[config.mk]
export PLATFORM = sky130hd
export DESIGN_NAME = uart_dbg_bridge
export DESIGN_NICKNAME = d
export VERILOG_FILES = /design/src/dbg_pkg.sv /design/src/uart_dbg_bridge.sv /design/src/dbg_cmd_engine.sv /design/src/uart_tx.sv /design/src/uart_rx.sv
export SDC_FILE = /design/constraint.sdc
export NUM_CORES = 1
export LEC_CHECK = 0
export BUFFER_PORTS_ARGS = -buffer_cell sky130_fd_sc_hd__buf_2
export CAP_MARGIN = 10
export CORE_MARGIN = 2
export CORE_UTILIZATION = 45
export CTS_CLUSTER_DIAMETER = 50
export DETAILED_ROUTE_END_ITERATION = 8
export PLACE_DENSITY = 0.68
export SETUP_SLACK_MARGIN = 0.1
export SYNTH_ARGS = -nofsm -noshare
export SYNTH_HDL_FRONTEND = slang
export SYNTH_SLANG_ARGS = --single-unit
[constraint.sdc]
create_clock -name clk -period 2.61 [get_ports clk]
set_input_delay 0.6525 -clock clk [delete_from_list [all_inputs] [get_ports clk]]
set_output_delay 0.6525 -clock clk [all_outputs]
set_load 0.03 [all_outputs]
[src/dbg_pkg.sv]
/*
 * Shared definitions of the UART debug bridge: protocol byte codes,
 * header field sizes, APB and received-byte structs, engine states
 */

package dbg_pkg;

  ////////////////////////////////////////////////////////////
  // Protocol byte codes
  ////////////////////////////////////////////////////////////

  localparam logic [7:0] dbg_ack       = 8'h06;
  localparam logic [7:0] dbg_cmd_read  = 8'h11;
  localparam logic [7:0] dbg_cmd_write = 8'h12;
  localparam logic [7:0] dbg_eot       = 8'h04;
  localparam logic [7:0] dbg_nak       = 8'h15;

  // Header field sizes in bytes, both little-endian
  localparam int unsigned addr_bytes = 4;
  localparam int unsigned len_bytes  = 2;

  ////////////////////////////////////////////////////////////
  // Bus and stream structs
  ////////////////////////////////////////////////////////////

  typedef struct packed {
    logic [31:0] paddr;
    logic        psel;
    logic        penable;
    logic        pwrite;
    logic [31:0] pwdata;
    logic [3:0]  pstrb;
  } apb_req_t;

  typedef struct packed {
    logic [31:0] prdata;
    logic        pready;
    logic        pslverr;
  } apb_rsp_t;

  // Valid is a single-cycle pulse
  typedef struct packed {
    logic       valid;
    logic [7:0] data;
  } rx_byte_t;

  typedef enum logic [3:0] {
    eng_idle,
    eng_echo,
    eng_header,
    eng_ack,
    eng_wdata,
    eng_setup,
    eng_access,
    eng_rdata,
    eng_close
  } engine_state_e;

endpackage
[src/uart_dbg_bridge.sv]
/*
 * UART debug bridge top: serial receiver, command engine with
 * APB requester port, serial transmitter
 */

module uart_dbg_bridge #(
  parameter int unsigned ClksPerBit = 868
) (
  input  logic              clk,
  input  logic              rst_n_i,
  input  logic              uart_rx_i,
  output logic              uart_tx_o,
  output dbg_pkg::apb_req_t apb_req_o,
  input  dbg_pkg::apb_rsp_t apb_rsp_i
);

  dbg_pkg::rx_byte_t rx_byte;
  logic [7:0]        tx_data;
  logic              tx_valid;
  logic              tx_ready;

  uart_rx #(
    .ClksPerBit ( ClksPerBit )
  ) i_uart_rx (
    .clk       ( clk       ),
    .rst_n_i   ( rst_n_i   ),
    .rxd_i     ( uart_rx_i ),
    .rx_byte_o ( rx_byte   )
  );

  dbg_cmd_engine i_dbg_cmd_engine (
    .clk        ( clk       ),
    .rst_n_i    ( rst_n_i   ),
    .rx_byte_i  ( rx_byte   ),
    .tx_data_o  ( tx_data   ),
    .tx_valid_o ( tx_valid  ),
    .tx_ready_i ( tx_ready  ),
    .apb_req_o  ( apb_req_o ),
    .apb_rsp_i  ( apb_rsp_i )
  );

  uart_tx #(
    .ClksPerBit ( ClksPerBit )
  ) i_uart_tx (
    .clk        ( clk       ),
    .rst_n_i    ( rst_n_i   ),
    .tx_data_i  ( tx_data   ),
    .tx_valid_i ( tx_valid  ),
    .tx_ready_o ( tx_ready  ),
    .txd_o      ( uart_tx_o )
  );

endmodule

[src/dbg_cmd_engine.sv]
/*
 * Debug command FSM: decodes ACK challenge, read and write commands,
 * runs byte-wide APB transfers and sequences the reply bytes
 */

module dbg_cmd_engine (
  input  logic              clk,
  input  logic              rst_n_i,
  input  dbg_pkg::rx_byte_t rx_byte_i,
  output logic [7:0]        tx_data_o,
  output logic              tx_valid_o,
  input  logic              tx_ready_i,
  output dbg_pkg::apb_req_t apb_req_o,
  input  dbg_pkg::apb_rsp_t apb_rsp_i
);

  localparam int unsigned addr_w    = 8 * dbg_pkg::addr_bytes;
  localparam int unsigned len_w     = 8 * dbg_pkg::len_bytes;
  localparam int unsigned hdr_bytes = dbg_pkg::addr_bytes + dbg_pkg::len_bytes;
  localparam int unsigned cnt_w     = $clog2(hdr_bytes);

  dbg_pkg::engine_state_e state_q, state_d;

  logic [addr_w-1:0] addr_q;
  logic [len_w-1:0]  len_q;
  logic [cnt_w-1:0]  hdr_cnt_q;
  logic              wr_q;
  logic              err_q;
  logic [7:0]        wbyte_q;
  logic [7:0]        rbyte_q;
  logic [1:0]        lane;
  logic              xfer_done;

  assign lane      = addr_q[1:0];
  assign xfer_done = (state_q == dbg_pkg::eng_access) && apb_rsp_i.pready;

  ////////////////////////////////////////////////////////////
  // Next state
  ////////////////////////////////////////////////////////////

  always_comb begin
    state_d = state_q;
    unique case (state_q)
      dbg_pkg::eng_idle: begin
        // Unknown bytes fall through and are dropped
        if (rx_byte_i.valid) begin
          if (rx_byte_i.data == dbg_pkg::dbg_ack) begin
            state_d = dbg_pkg::eng_echo;
          end else if (rx_byte_i.data == dbg_pkg::dbg_cmd_read ||
                       rx_byte_i.data == dbg_pkg::dbg_cmd_write) begin
            state_d = dbg_pkg::eng_header;
          end
        end
      end
      dbg_pkg::eng_header: begin
        if (rx_byte_i.valid && hdr_cnt_q == cnt_w'(hdr_bytes - 1)) begin
          state_d = dbg_pkg::eng_ack;
        end
      end
      dbg_pkg::eng_echo: begin
        if (tx_ready_i) state_d = dbg_pkg::eng_idle;
      end
      dbg_pkg::eng_ack: begin
        if (tx_ready_i) begin
          if (len_q == '0) state_d = dbg_pkg::eng_close;
          else if (wr_q)   state_d = dbg_pkg::eng_wdata;
          else             state_d = dbg_pkg::eng_setup;
        end
      end
      dbg_pkg::eng_wdata: begin
        if (rx_byte_i.valid) state_d = dbg_pkg::eng_setup;
      end
      dbg_pkg::eng_setup: begin
        state_d = dbg_pkg::eng_access;
      end
      dbg_pkg::eng_access: begin
        if (apb_rsp_i.pready) begin
          if (!wr_q)                    state_d = dbg_pkg::eng_rdata;
          else if (len_q == len_w'(1)) state_d = dbg_pkg::eng_close;
          else                          state_d = dbg_pkg::eng_wdata;
        end
      end
      dbg_pkg::eng_rdata: begin
        // Length already counted down at the end of the transfer
        if (tx_ready_i) begin
          state_d = (len_q == '0) ? dbg_pkg::eng_close : dbg_pkg::eng_setup;
        end
      end
      dbg_pkg::eng_close: begin
        if (tx_ready_i) state_d = dbg_pkg::eng_idle;
      end
      default: state_d = dbg_pkg::eng_idle;
    endcase
  end

  ////////////////////////////////////////////////////////////
  // Control and payload registers
  ////////////////////////////////////////////////////////////

  always_ff @(posedge clk) begin
    if (!rst_n_i) begin
      state_q   <= dbg_pkg::eng_idle;
      hdr_cnt_q <= '0;
      wr_q      <= 1'b0;
      err_q     <= 1'b0;
    end else begin
      state_q <= state_d;
      if (state_q == dbg_pkg::eng_idle && rx_byte_i.valid) begin
        hdr_cnt_q <= '0;
        wr_q      <= (rx_byte_i.data == dbg_pkg::dbg_cmd_write);
        err_q     <= 1'b0;
      end
      if (state_q == dbg_pkg::eng_header && rx_byte_i.valid) begin
        hdr_cnt_q <= hdr_cnt_q + 1'b1;
      end
      // Sticky until the next command, turns EOT into NAK
      if (xfer_done && apb_rsp_i.pslverr) err_q <= 1'b1;
    end
  end

  always_ff @(posedge clk) begin
    // Header bytes shift in from the top, address first
    if (state_q == dbg_pkg::eng_header && rx_byte_i.valid) begin
      {len_q, addr_q} <= {rx_byte_i.data, len_q, addr_q[addr_w-1:8]};
    end
    if (state_q == dbg_pkg::eng_wdata && rx_byte_i.valid) begin
      wbyte_q <= rx_byte_i.data;
    end
    if (xfer_done) begin
      rbyte_q <= apb_rsp_i.prdata[8*lane +: 8];
      addr_q  <= addr_q + 1'b1;
      len_q   <= len_q - 1'b1;
    end
  end

  ////////////////////////////////////////////////////////////
  // Reply stream and APB request
  ////////////////////////////////////////////////////////////

  assign tx_valid_o = (state_q == dbg_pkg::eng_echo)  || (state_q == dbg_pkg::eng_ack) ||
                      (state_q == dbg_pkg::eng_rdata) || (state_q == dbg_pkg::eng_close);

  always_comb begin
    unique case (state_q)
      dbg_pkg::eng_rdata: tx_data_o = rbyte_q;
      dbg_pkg::eng_close: tx_data_o = err_q ? dbg_pkg::dbg_nak : dbg_pkg::dbg_eot;
      default:            tx_data_o = dbg_pkg::dbg_ack;
    endcase
  end

  always_comb begin
    apb_req_o.paddr   = addr_q;
    apb_req_o.psel    = (state_q == dbg_pkg::eng_setup) || (state_q == dbg_pkg::eng_access);
    apb_req_o.penable = (state_q == dbg_pkg::eng_access);
    apb_req_o.pwrite  = wr_q;
    // Byte repeated on every lane, strobe picks the one addressed
    apb_req_o.pwdata  = {4{wbyte_q}};
    apb_req_o.pstrb   = wr_q ? (4'b0001 << lane) : 4'b0000;
  end

endmodule

[src/uart_tx.sv]
/*
 * 8N1 UART transmitter with a ready/valid byte input
 */

module uart_tx #(
  parameter int unsigned ClksPerBit
) (
  input  logic       clk,
  input  logic       rst_n_i,
  input  logic [7:0] tx_data_i,
  input  logic       tx_valid_i,
  output logic       tx_ready_o,
  output logic       txd_o
);

  localparam int unsigned cnt_w = $clog2(ClksPerBit + 1);
  localparam logic [cnt_w-1:0] cnt_bit = cnt_w'(ClksPerBit - 1);

  logic             busy_q;
  logic [3:0]       bit_idx_q;
  logic [cnt_w-1:0] baud_cnt_q;
  logic [9:0]       frame_q;

  assign tx_ready_o = !busy_q;

  // Frame shifts out from bit 0 and fills with ones, so the idle line stays high
  always_ff @(posedge clk) begin
    if (!rst_n_i) begin
      busy_q     <= 1'b0;
      bit_idx_q  <= '0;
      baud_cnt_q <= '0;
      frame_q    <= '1;
    end else if (!busy_q) begin
      if (tx_valid_i) begin
        busy_q     <= 1'b1;
        bit_idx_q  <= '0;
        baud_cnt_q <= cnt_bit;
        frame_q    <= {1'b1, tx_data_i, 1'b0};
      end
    end else if (baud_cnt_q != '0) begin
      baud_cnt_q <= baud_cnt_q - 1'b1;
    end else begin
      baud_cnt_q <= cnt_bit;
      frame_q    <= {1'b1, frame_q[9:1]};
      if (bit_idx_q == 4'd9) begin
        // Stop bit done
        busy_q <= 1'b0;
      end else begin
        bit_idx_q <= bit_idx_q + 1'b1;
      end
    end
  end

  assign txd_o = frame_q[0];

endmodule

[src/uart_rx.sv]
/*
 * 8N1 UART receiver with two-flop input synchronizer,
 * mid-bit sampling and stop bit check
 */

module uart_rx #(
  parameter int unsigned ClksPerBit
) (
  input  logic              clk,
  input  logic              rst_n_i,
  input  logic              rxd_i,
  output dbg_pkg::rx_byte_t rx_byte_o
);

  localparam int unsigned cnt_w = $clog2(ClksPerBit + 1);
  localparam logic [cnt_w-1:0] cnt_bit  = cnt_w'(ClksPerBit - 1);
  localparam logic [cnt_w-1:0] cnt_half = cnt_w'(ClksPerBit / 2 - 1);

  logic             rxd_meta_q;
  logic             rxd_sync_q;
  logic             rxd_prev_q;
  logic             busy_q;
  logic [3:0]       bit_idx_q;
  logic [cnt_w-1:0] baud_cnt_q;
  logic [7:0]       shift_q;
  logic             valid_q;

  // Bit index 0 is the start bit, 1 to 8 data, 9 the stop bit
  always_ff @(posedge clk) begin
    if (!rst_n_i) begin
      rxd_meta_q <= 1'b1;
      rxd_sync_q <= 1'b1;
      rxd_prev_q <= 1'b1;
      busy_q     <= 1'b0;
      bit_idx_q  <= '0;
      baud_cnt_q <= '0;
      valid_q    <= 1'b0;
    end else begin
      rxd_meta_q <= rxd_i;
      rxd_sync_q <= rxd_meta_q;
      rxd_prev_q <= rxd_sync_q;
      valid_q    <= 1'b0;
      if (!busy_q) begin
        // Falling edge starts a frame
        if (rxd_prev_q && !rxd_sync_q) begin
          busy_q     <= 1'b1;
          bit_idx_q  <= '0;
          baud_cnt_q <= cnt_half;
        end
      end else if (baud_cnt_q != '0) begin
        baud_cnt_q <= baud_cnt_q - 1'b1;
      end else begin
        baud_cnt_q <= cnt_bit;
        bit_idx_q  <= bit_idx_q + 1'b1;
        if (bit_idx_q == 4'd0) begin
          // Glitch, start bit gone by mid-bit
          if (rxd_sync_q) busy_q <= 1'b0;
        end else if (bit_idx_q == 4'd9) begin
          busy_q  <= 1'b0;
          valid_q <= rxd_sync_q;
        end
      end
    end
  end

  // LSB arrives first
  always_ff @(posedge clk) begin
    if (busy_q && baud_cnt_q == '0 && bit_idx_q >= 4'd1 && bit_idx_q <= 4'd8) begin
      shift_q <= {rxd_sync_q, shift_q[7:1]};
    end
  end

  assign rx_byte_o.valid = valid_q;
  assign rx_byte_o.data  = shift_q;

endmodule

# [After elaboration in Yosys (flattened, before gate mapping)]
# Index checks and enable logic that the tools add are counted.
[op_classes] n_lt_le_gt_ge=2 n_mux=52 bitwise_logic=3 addsub=7 reduce_logical=33 eq_ne=26 shifts=2
[ops] operator="$mux 10" n=9
[ops] operator="$mux 4" n=21
[ops] operator="$mux 32" n=2
[ops] operator="$add 32x1->32 const B" n=1
[ops] operator="$mux 16" n=2
[ops] operator="$pmux 4 s8" n=1
[ops] operator="$shiftx 32x6->8" n=1
[ops] operator="$reduce_bool 10->1" n=2
[ops] operator="$sub 10x1->10 const B" n=2
[ops] operator="$eq 16x1->1 const B" n=1
[ops] operator="$eq 4x3->1 const B" n=4
[ops] operator="$eq 8x5->1 const B" n=2
[ops] operator="$logic_not 16->1" n=1
[ops] operator="$ne 2x2->1 const B" n=8
[ops] operator="$pmux 8 s2" n=1
[ops] operator="$sub 16x1->16 const B" n=1
[ops] operator="$mux 1" n=13
[ops] operator="$eq 4x4->1 const B" n=3
[ops] operator="$logic_and 1x1->1" n=10
[ops] operator="$logic_not 10->1" n=1
[ops] operator="$reduce_bool 2->1" n=5
[ops] operator="$add 4x1->4 const B" n=2
[ops] operator="$eq 4x2->1 const B" n=2
[ops] operator="$eq 8x3->1 const B" n=1
[ops] operator="other kinds (19)" n=29
[totals] in_bits=37 regBits=125 wordCells=145 output_inout_bits=72

# [Longest topological paths before layout]
[logic_depth] depth_word=6 ltp_mapped=9 depth_no_buf=7

# [Modules after synthesis]
# A second synthesis with hierarchy kept.
[hier_totals] cells_unflattened=704 hier_area_um2=6874.1
[by_module_without_submodules] mod="dbg_cmd_engine" area_per_inst_um2=4446.8 n_inst=1 seq_area_each_um2=2102.0 cells_per_inst=448
[by_module_without_submodules] mod="uart_rx" area_per_inst_um2=1226.2 n_inst=1 seq_area_each_um2=620.6 cells_per_inst=115
[by_module_without_submodules] mod="uart_tx" area_per_inst_um2=1201.2 n_inst=1 seq_area_each_um2=480.5 cells_per_inst=141

# [Worst setup path after synthesis]
# Ideal clock, no wire load.
[synth_path] path_kind="reg-to-reg" start="register i_dbg_cmd_engine.state_q[2]" end="register i_dbg_cmd_engine.addr_q[0], enable pin" setup_time_ps=406 slack_ps=-910 arrival_time_ps=3114 stages_incl_launch_ff=8 required_time_ps=2204 path_buffers=3 period_less_slack_ps=3520 cell_sequence="dfxtp_1 -> clkbuf_1 -> nand2b_1 -> nor3_1 -> nand2_1 -> clkbuf_1 -> clkbuf_1 -> nand2_1"
[synth_lines] item="start: declaration" line_no="dbg_cmd_engine.sv:22" source="dbg_pkg::engine_state_e state_q, state_d;"
[synth_lines] item="start signal: assignment" line_no="dbg_cmd_engine.sv:102" source="state_q <= dbg_pkg::eng_idle;"
[synth_lines] item="start signal: assignment" line_no="dbg_cmd_engine.sv:107" source="state_q <= state_d;"
[synth_lines] item="end signal: assignment" line_no="dbg_cmd_engine.sv:124" source="{len_q, addr_q} <= {rx_byte_i.data, len_q, addr_q[addr_w-1:8]};"
[synth_lines] item="end signal: assignment" line_no="dbg_cmd_engine.sv:131" source="addr_q <= addr_q + 1'b1;"
[synth_lines] item="end: declaration" line_no="dbg_cmd_engine.sv:24" source="logic [addr_w-1:0] addr_q;"

# [Worst setup path in the final report]
[layout_path] start="register i_uart_tx.baud_cnt_q[0]" end="register i_uart_tx.bit_idx_q[2]"
[layout_between] elab_chain_len=3
[layout_lines] item="start: declaration" line_no="uart_tx.sv:21" source="logic [cnt_w-1:0] baud_cnt_q;"
[layout_lines] item="start signal: assignment" line_no="uart_tx.sv:37" source="baud_cnt_q <= cnt_bit;"
[layout_lines] item="start signal: assignment" line_no="uart_tx.sv:41" source="baud_cnt_q <= baud_cnt_q - 1'b1;"
[layout_lines] item="start signal: assignment" line_no="uart_tx.sv:43" source="baud_cnt_q <= cnt_bit;"
[layout_lines] item="$reduce_bool 10->1" line_no="uart_tx.sv:40" source="end else if (baud_cnt_q != '0) begin"
[layout_lines] item="$ne 2x2->1 (no line)"
[layout_lines] item="$reduce_and 3->1 (no line)"
[layout_lines] item="end signal: assignment" line_no="uart_tx.sv:49" source="bit_idx_q <= bit_idx_q + 1'b1;"
[layout_lines] item="end: declaration" line_no="uart_tx.sv:20" source="logic [3:0] bit_idx_q;"
# Every way passes these cells.
# A chain may end at the register's enable or synchronous reset.

==> out/qor.yml <==
synthesis:
  ys_types: 62
  syn_area_sq_um: 6740
  synth_edf_count: 72
  yosys_warnings: 0
  syn_avg_cell_area_sq_um: 9.62
  ys.flop_type: "edfxtp_1"
  ys_async_sr_fraction: 0
  syn_nets: 752
  ys_seq_area_frac: 0.476
  synthCells: 700
  ys_ff_latch: 124
floorplanning:
  die_h_um: 126
  die_w_um: 126
  ioPinCount: 109
  rows: 44
  die-area_sq_um: 16000
  core_area_sq_um: 14600
  start_util: 0.462
critical_path:
  path_max_fanout: 7
  cp_slowest_cell: "or4b_4"
  start_kind: "flip-flop"
  r2r_setup_slack_ps: 220
  path_cells: "inv_1 > ha_1 > or4b_4 > nor3_4 > mux2i_2 > or4_1 > a21oi_1"
  worstPathBufferInverterCount: 1
  r2r_cells: 7
  arrival_ps: 2740
  r2r-end: "i_uart_tx.bit_idx_q[2]"
  path_class: "flip-flop to flip-flop"
  r2r_start: "i_uart_tx.baud_cnt_q[0]"
  worst_path_largest_cell_delay_ps: 540
  critPathTopFamily: "simple AND/OR/NAND/NOR gates"
  crit_path_end_kind: "flip-flop"
  cp.required_ps: 2960
sta:
  finClkSkew_ps: 6.94
  finalHoldWorstSlack_ps: 409
  setup_ws_ps: 218
  hold_viol: 0
  setup_viol: 0
  max_freq_mhz: 418
  maxSlewViolCount: 0
  tightestPinTransition_ps: 931
  tns_ps: 0
  max_slew_margin: 0.376
  rsz0062_at_grt: "false"
  fin_crit_ps: 2390
  post-route-period-util: 0.916
power_and_ir_drop:
  power_frac_comb: 0.048
  p_leak_nw: 3.07
  power_density_nw_per_um2: 573
  netSwitchingFraction: 0.214
  p_seq_frac: 0.463
  switchingPower_mw: 0.973
  pwr-share-clk: 0.489
  ir_drop_uv: 413
  p_int_mw: 3.57
clock_tree:
  postCtsResizedCells: 0
  cts_hold_buf: 0
  cts_tree: "yes"
  htreeDepth: 4
  cts.path.max_buffers: 2
  cts.sinks: 124
  path_clk_slew_ps: 50
  clockRootBuffer: "clkbuf_16"
  cts_setup_buffers: 0
  cts-buffers-inserted: 17
  clkLatencyLatePin_ps: 420
final_layout:
  syn2layout_area_growth_pct: 17.7
  final_util: 0.543
  stdcell_count: 985
  final_common_cell: "buf_2"
  diodes: 0
  drive_gt1_frac: 0.218
  final_nets: 840
  layout_common_cells: "108 x buf_2, 88 x nand2_1, 72 x edfxtp_1"
  fill_cells: 1282
min_path:
  min_path_cells: 2
  hold_start: "uart_rx_i"
  hold_path_class: "input pin to flip-flop"
  holdPathEnd: "i_uart_rx.rxd_meta_q"
routing:
  wire_per_inst_um: 15.7
  num_vias: 5598
  drt-total-wl_mm: 15.4
  via_per_inst: 5.68
  wl_met1_mm: 7.00
  wl_met2_mm: 7.36
  drtIter0Drc: 463
  wl_met3_um: 878
  drc_errors: 0
  postRouteAntennaNets: 0
  first_pass_iters: 5
  top_layer_used: "met4"
placed_design:
  pre_cts_ws_ps: 192
  portBuffers: 108
  gp_congestion: 0.838
  dpl.hpwl_mm: 10.8
  placedCellCount: 953
global_routing:
  grt_pass1_vias: 5340
  grt_usage: 0.197
  antenna_found_initial: 0
  grt_pass1_wl_mm: 25.6
  grt_max_degree: 94
  grt_overflow: 0
job:
  maxCapViolations: 0
status:
  status: "completed"
## kinds of logic after synthesis
kind of cell    after synthesis  synth area share
mux                          12            0.0333
buf+inv                      78            0.0578
xor+xnor                     46            0.0598
simple gates                273             0.209
compound gates              152             0.137
flops                       124             0.476
fa+ha+maj                    15            0.0279
## flip-flops by register name, indices dropped and copies added, names as in the netlist
register / cells
i_dbg_cmd_engine.addr_q: 32
i_dbg_cmd_engine.err_q: 1
i_dbg_cmd_engine.hdr_cnt_q: 3
i_dbg_cmd_engine.len_q: 16
i_dbg_cmd_engine.rbyte_q: 8
i_dbg_cmd_engine.state_q: 4
i_dbg_cmd_engine.wbyte_q: 8
i_dbg_cmd_engine.wr_q: 1
i_uart_rx.baud_cnt_q: 10
i_uart_rx.bit_idx_q: 4
i_uart_rx.busy_q: 1
i_uart_rx.rxd_meta_q: 1
i_uart_rx.rxd_prev_q: 1
i_uart_rx.rxd_sync_q: 1
i_uart_rx.shift_q: 8
i_uart_rx.valid_q: 1
i_uart_tx.baud_cnt_q: 10
i_uart_tx.bit_idx_q: 4
i_uart_tx.busy_q: 1
i_uart_tx.frame_q: 9
## stage by stage
| stage | total power [mW] | cell area (sq um) |
|---|---|---|
| floorplan | 2.27 | 6750 |
| global placement | 2.35 | 7360 |
| detailed placement | 2.36 | 7360 |
| CTS | 4.57 | 7920 |
| global route | 4.70 | 7930 |
| finish | 4.54 | 7930 |
## routing by layer
layer | vias up | track usage
met3 | 18 | 0.0523
met4 | 0 | 0.0582
met5 | - | 0
met1 | 2700 | 0.260
li1 | 2720 | -
met2 | 160 | 0.319
## worst max-delay path by stage
stage | startpoint | end | slack (ps) | cells past startpoint
after floorplan | i_uart_rx.baud_cnt_q[0] | i_uart_rx.shift_q[0] | 110 | 5
after global placement | i_uart_tx.baud_cnt_q[0] | i_uart_tx.bit_idx_q[2] | 300 | 7
after detailed placement | i_uart_tx.baud_cnt_q[0] | i_uart_tx.bit_idx_q[2] | 190 | 7
after CTS | i_uart_tx.baud_cnt_q[0] | i_uart_tx.bit_idx_q[2] | 150 | 7
after global routing | i_uart_tx.baud_cnt_q[0] | i_uart_tx.bit_idx_q[2] | 130 | 7
final | i_uart_tx.baud_cnt_q[0] | i_uart_tx.bit_idx_q[2] | 220 | 7
## layout make-up
cell class                      count  area, sq um  share of cell area
Sequential cell                   124         3200               0.404
Multi-Input combinational cell    498         3170               0.400
Timing Repair Buffer              125          681              0.0859
Clock buffer                       27          536              0.0676
Tap cell                          184          230              0.0290
Inverter                           22         82.6              0.0104
Clock inverter                      5         26.3             0.00331
## worst register-to-register path, stage by stage, from the launching register on
cell	delay, ps
dfxtp_1	340
inv_1	80
ha_1	210
or4b_4	540
nor3_4	310
mux2i_2	170
or4_1	530
a21oi_1	150
## synth_stat cells (7+ instances only)
| master | count | area, sq um |
|---|---|---|
| and3_1 | 8 | 50.1 |
| nand2b_1 | 10 | 62.6 |
| and2_1 | 8 | 50.1 |
| ha_1 | 15 | 188 |
| buf_4 | 25 | 188 |
| o21ai_0 | 66 | 330 |
| nor2b_1 | 10 | 62.6 |
| dfxtp_1 | 52 | 1040 |
| nor2_1 | 44 | 165 |
| nor3_1 | 17 | 85.1 |
| a21oi_1 | 27 | 135 |
| xor2_1 | 28 | 245 |
| inv_1 | 22 | 82.6 |
| nand3_1 | 24 | 120 |
| nand2_1 | 90 | 338 |
| nor4_1 | 10 | 62.6 |
| xnor2_1 | 18 | 158 |
| edfxtp_1 | 72 | 2160 |
| clkbuf_1 | 29 | 109 |
| mux4_2 | 8 | 180 |
| a22oi_1 | 7 | 52.6 |
| nand4_1 | 16 | 100 |
## power by group through the flow
stage | sequential (mW) | clock [mW] | combinational [mW]
5_1_grt | 2.10 | 2.35 | 0.243
3_5_place_dp | 2.14 | 0 | 0.218
3_3_place_gp | 2.14 | 0 | 0.209
2_1_floorplan | 2.12 | 0 | 0.150
4_1_cts | 2.10 | 2.25 | 0.219
6_report | 2.10 | 2.22 | 0.220
No activity file was read; power rests on OpenSTA's default activity.
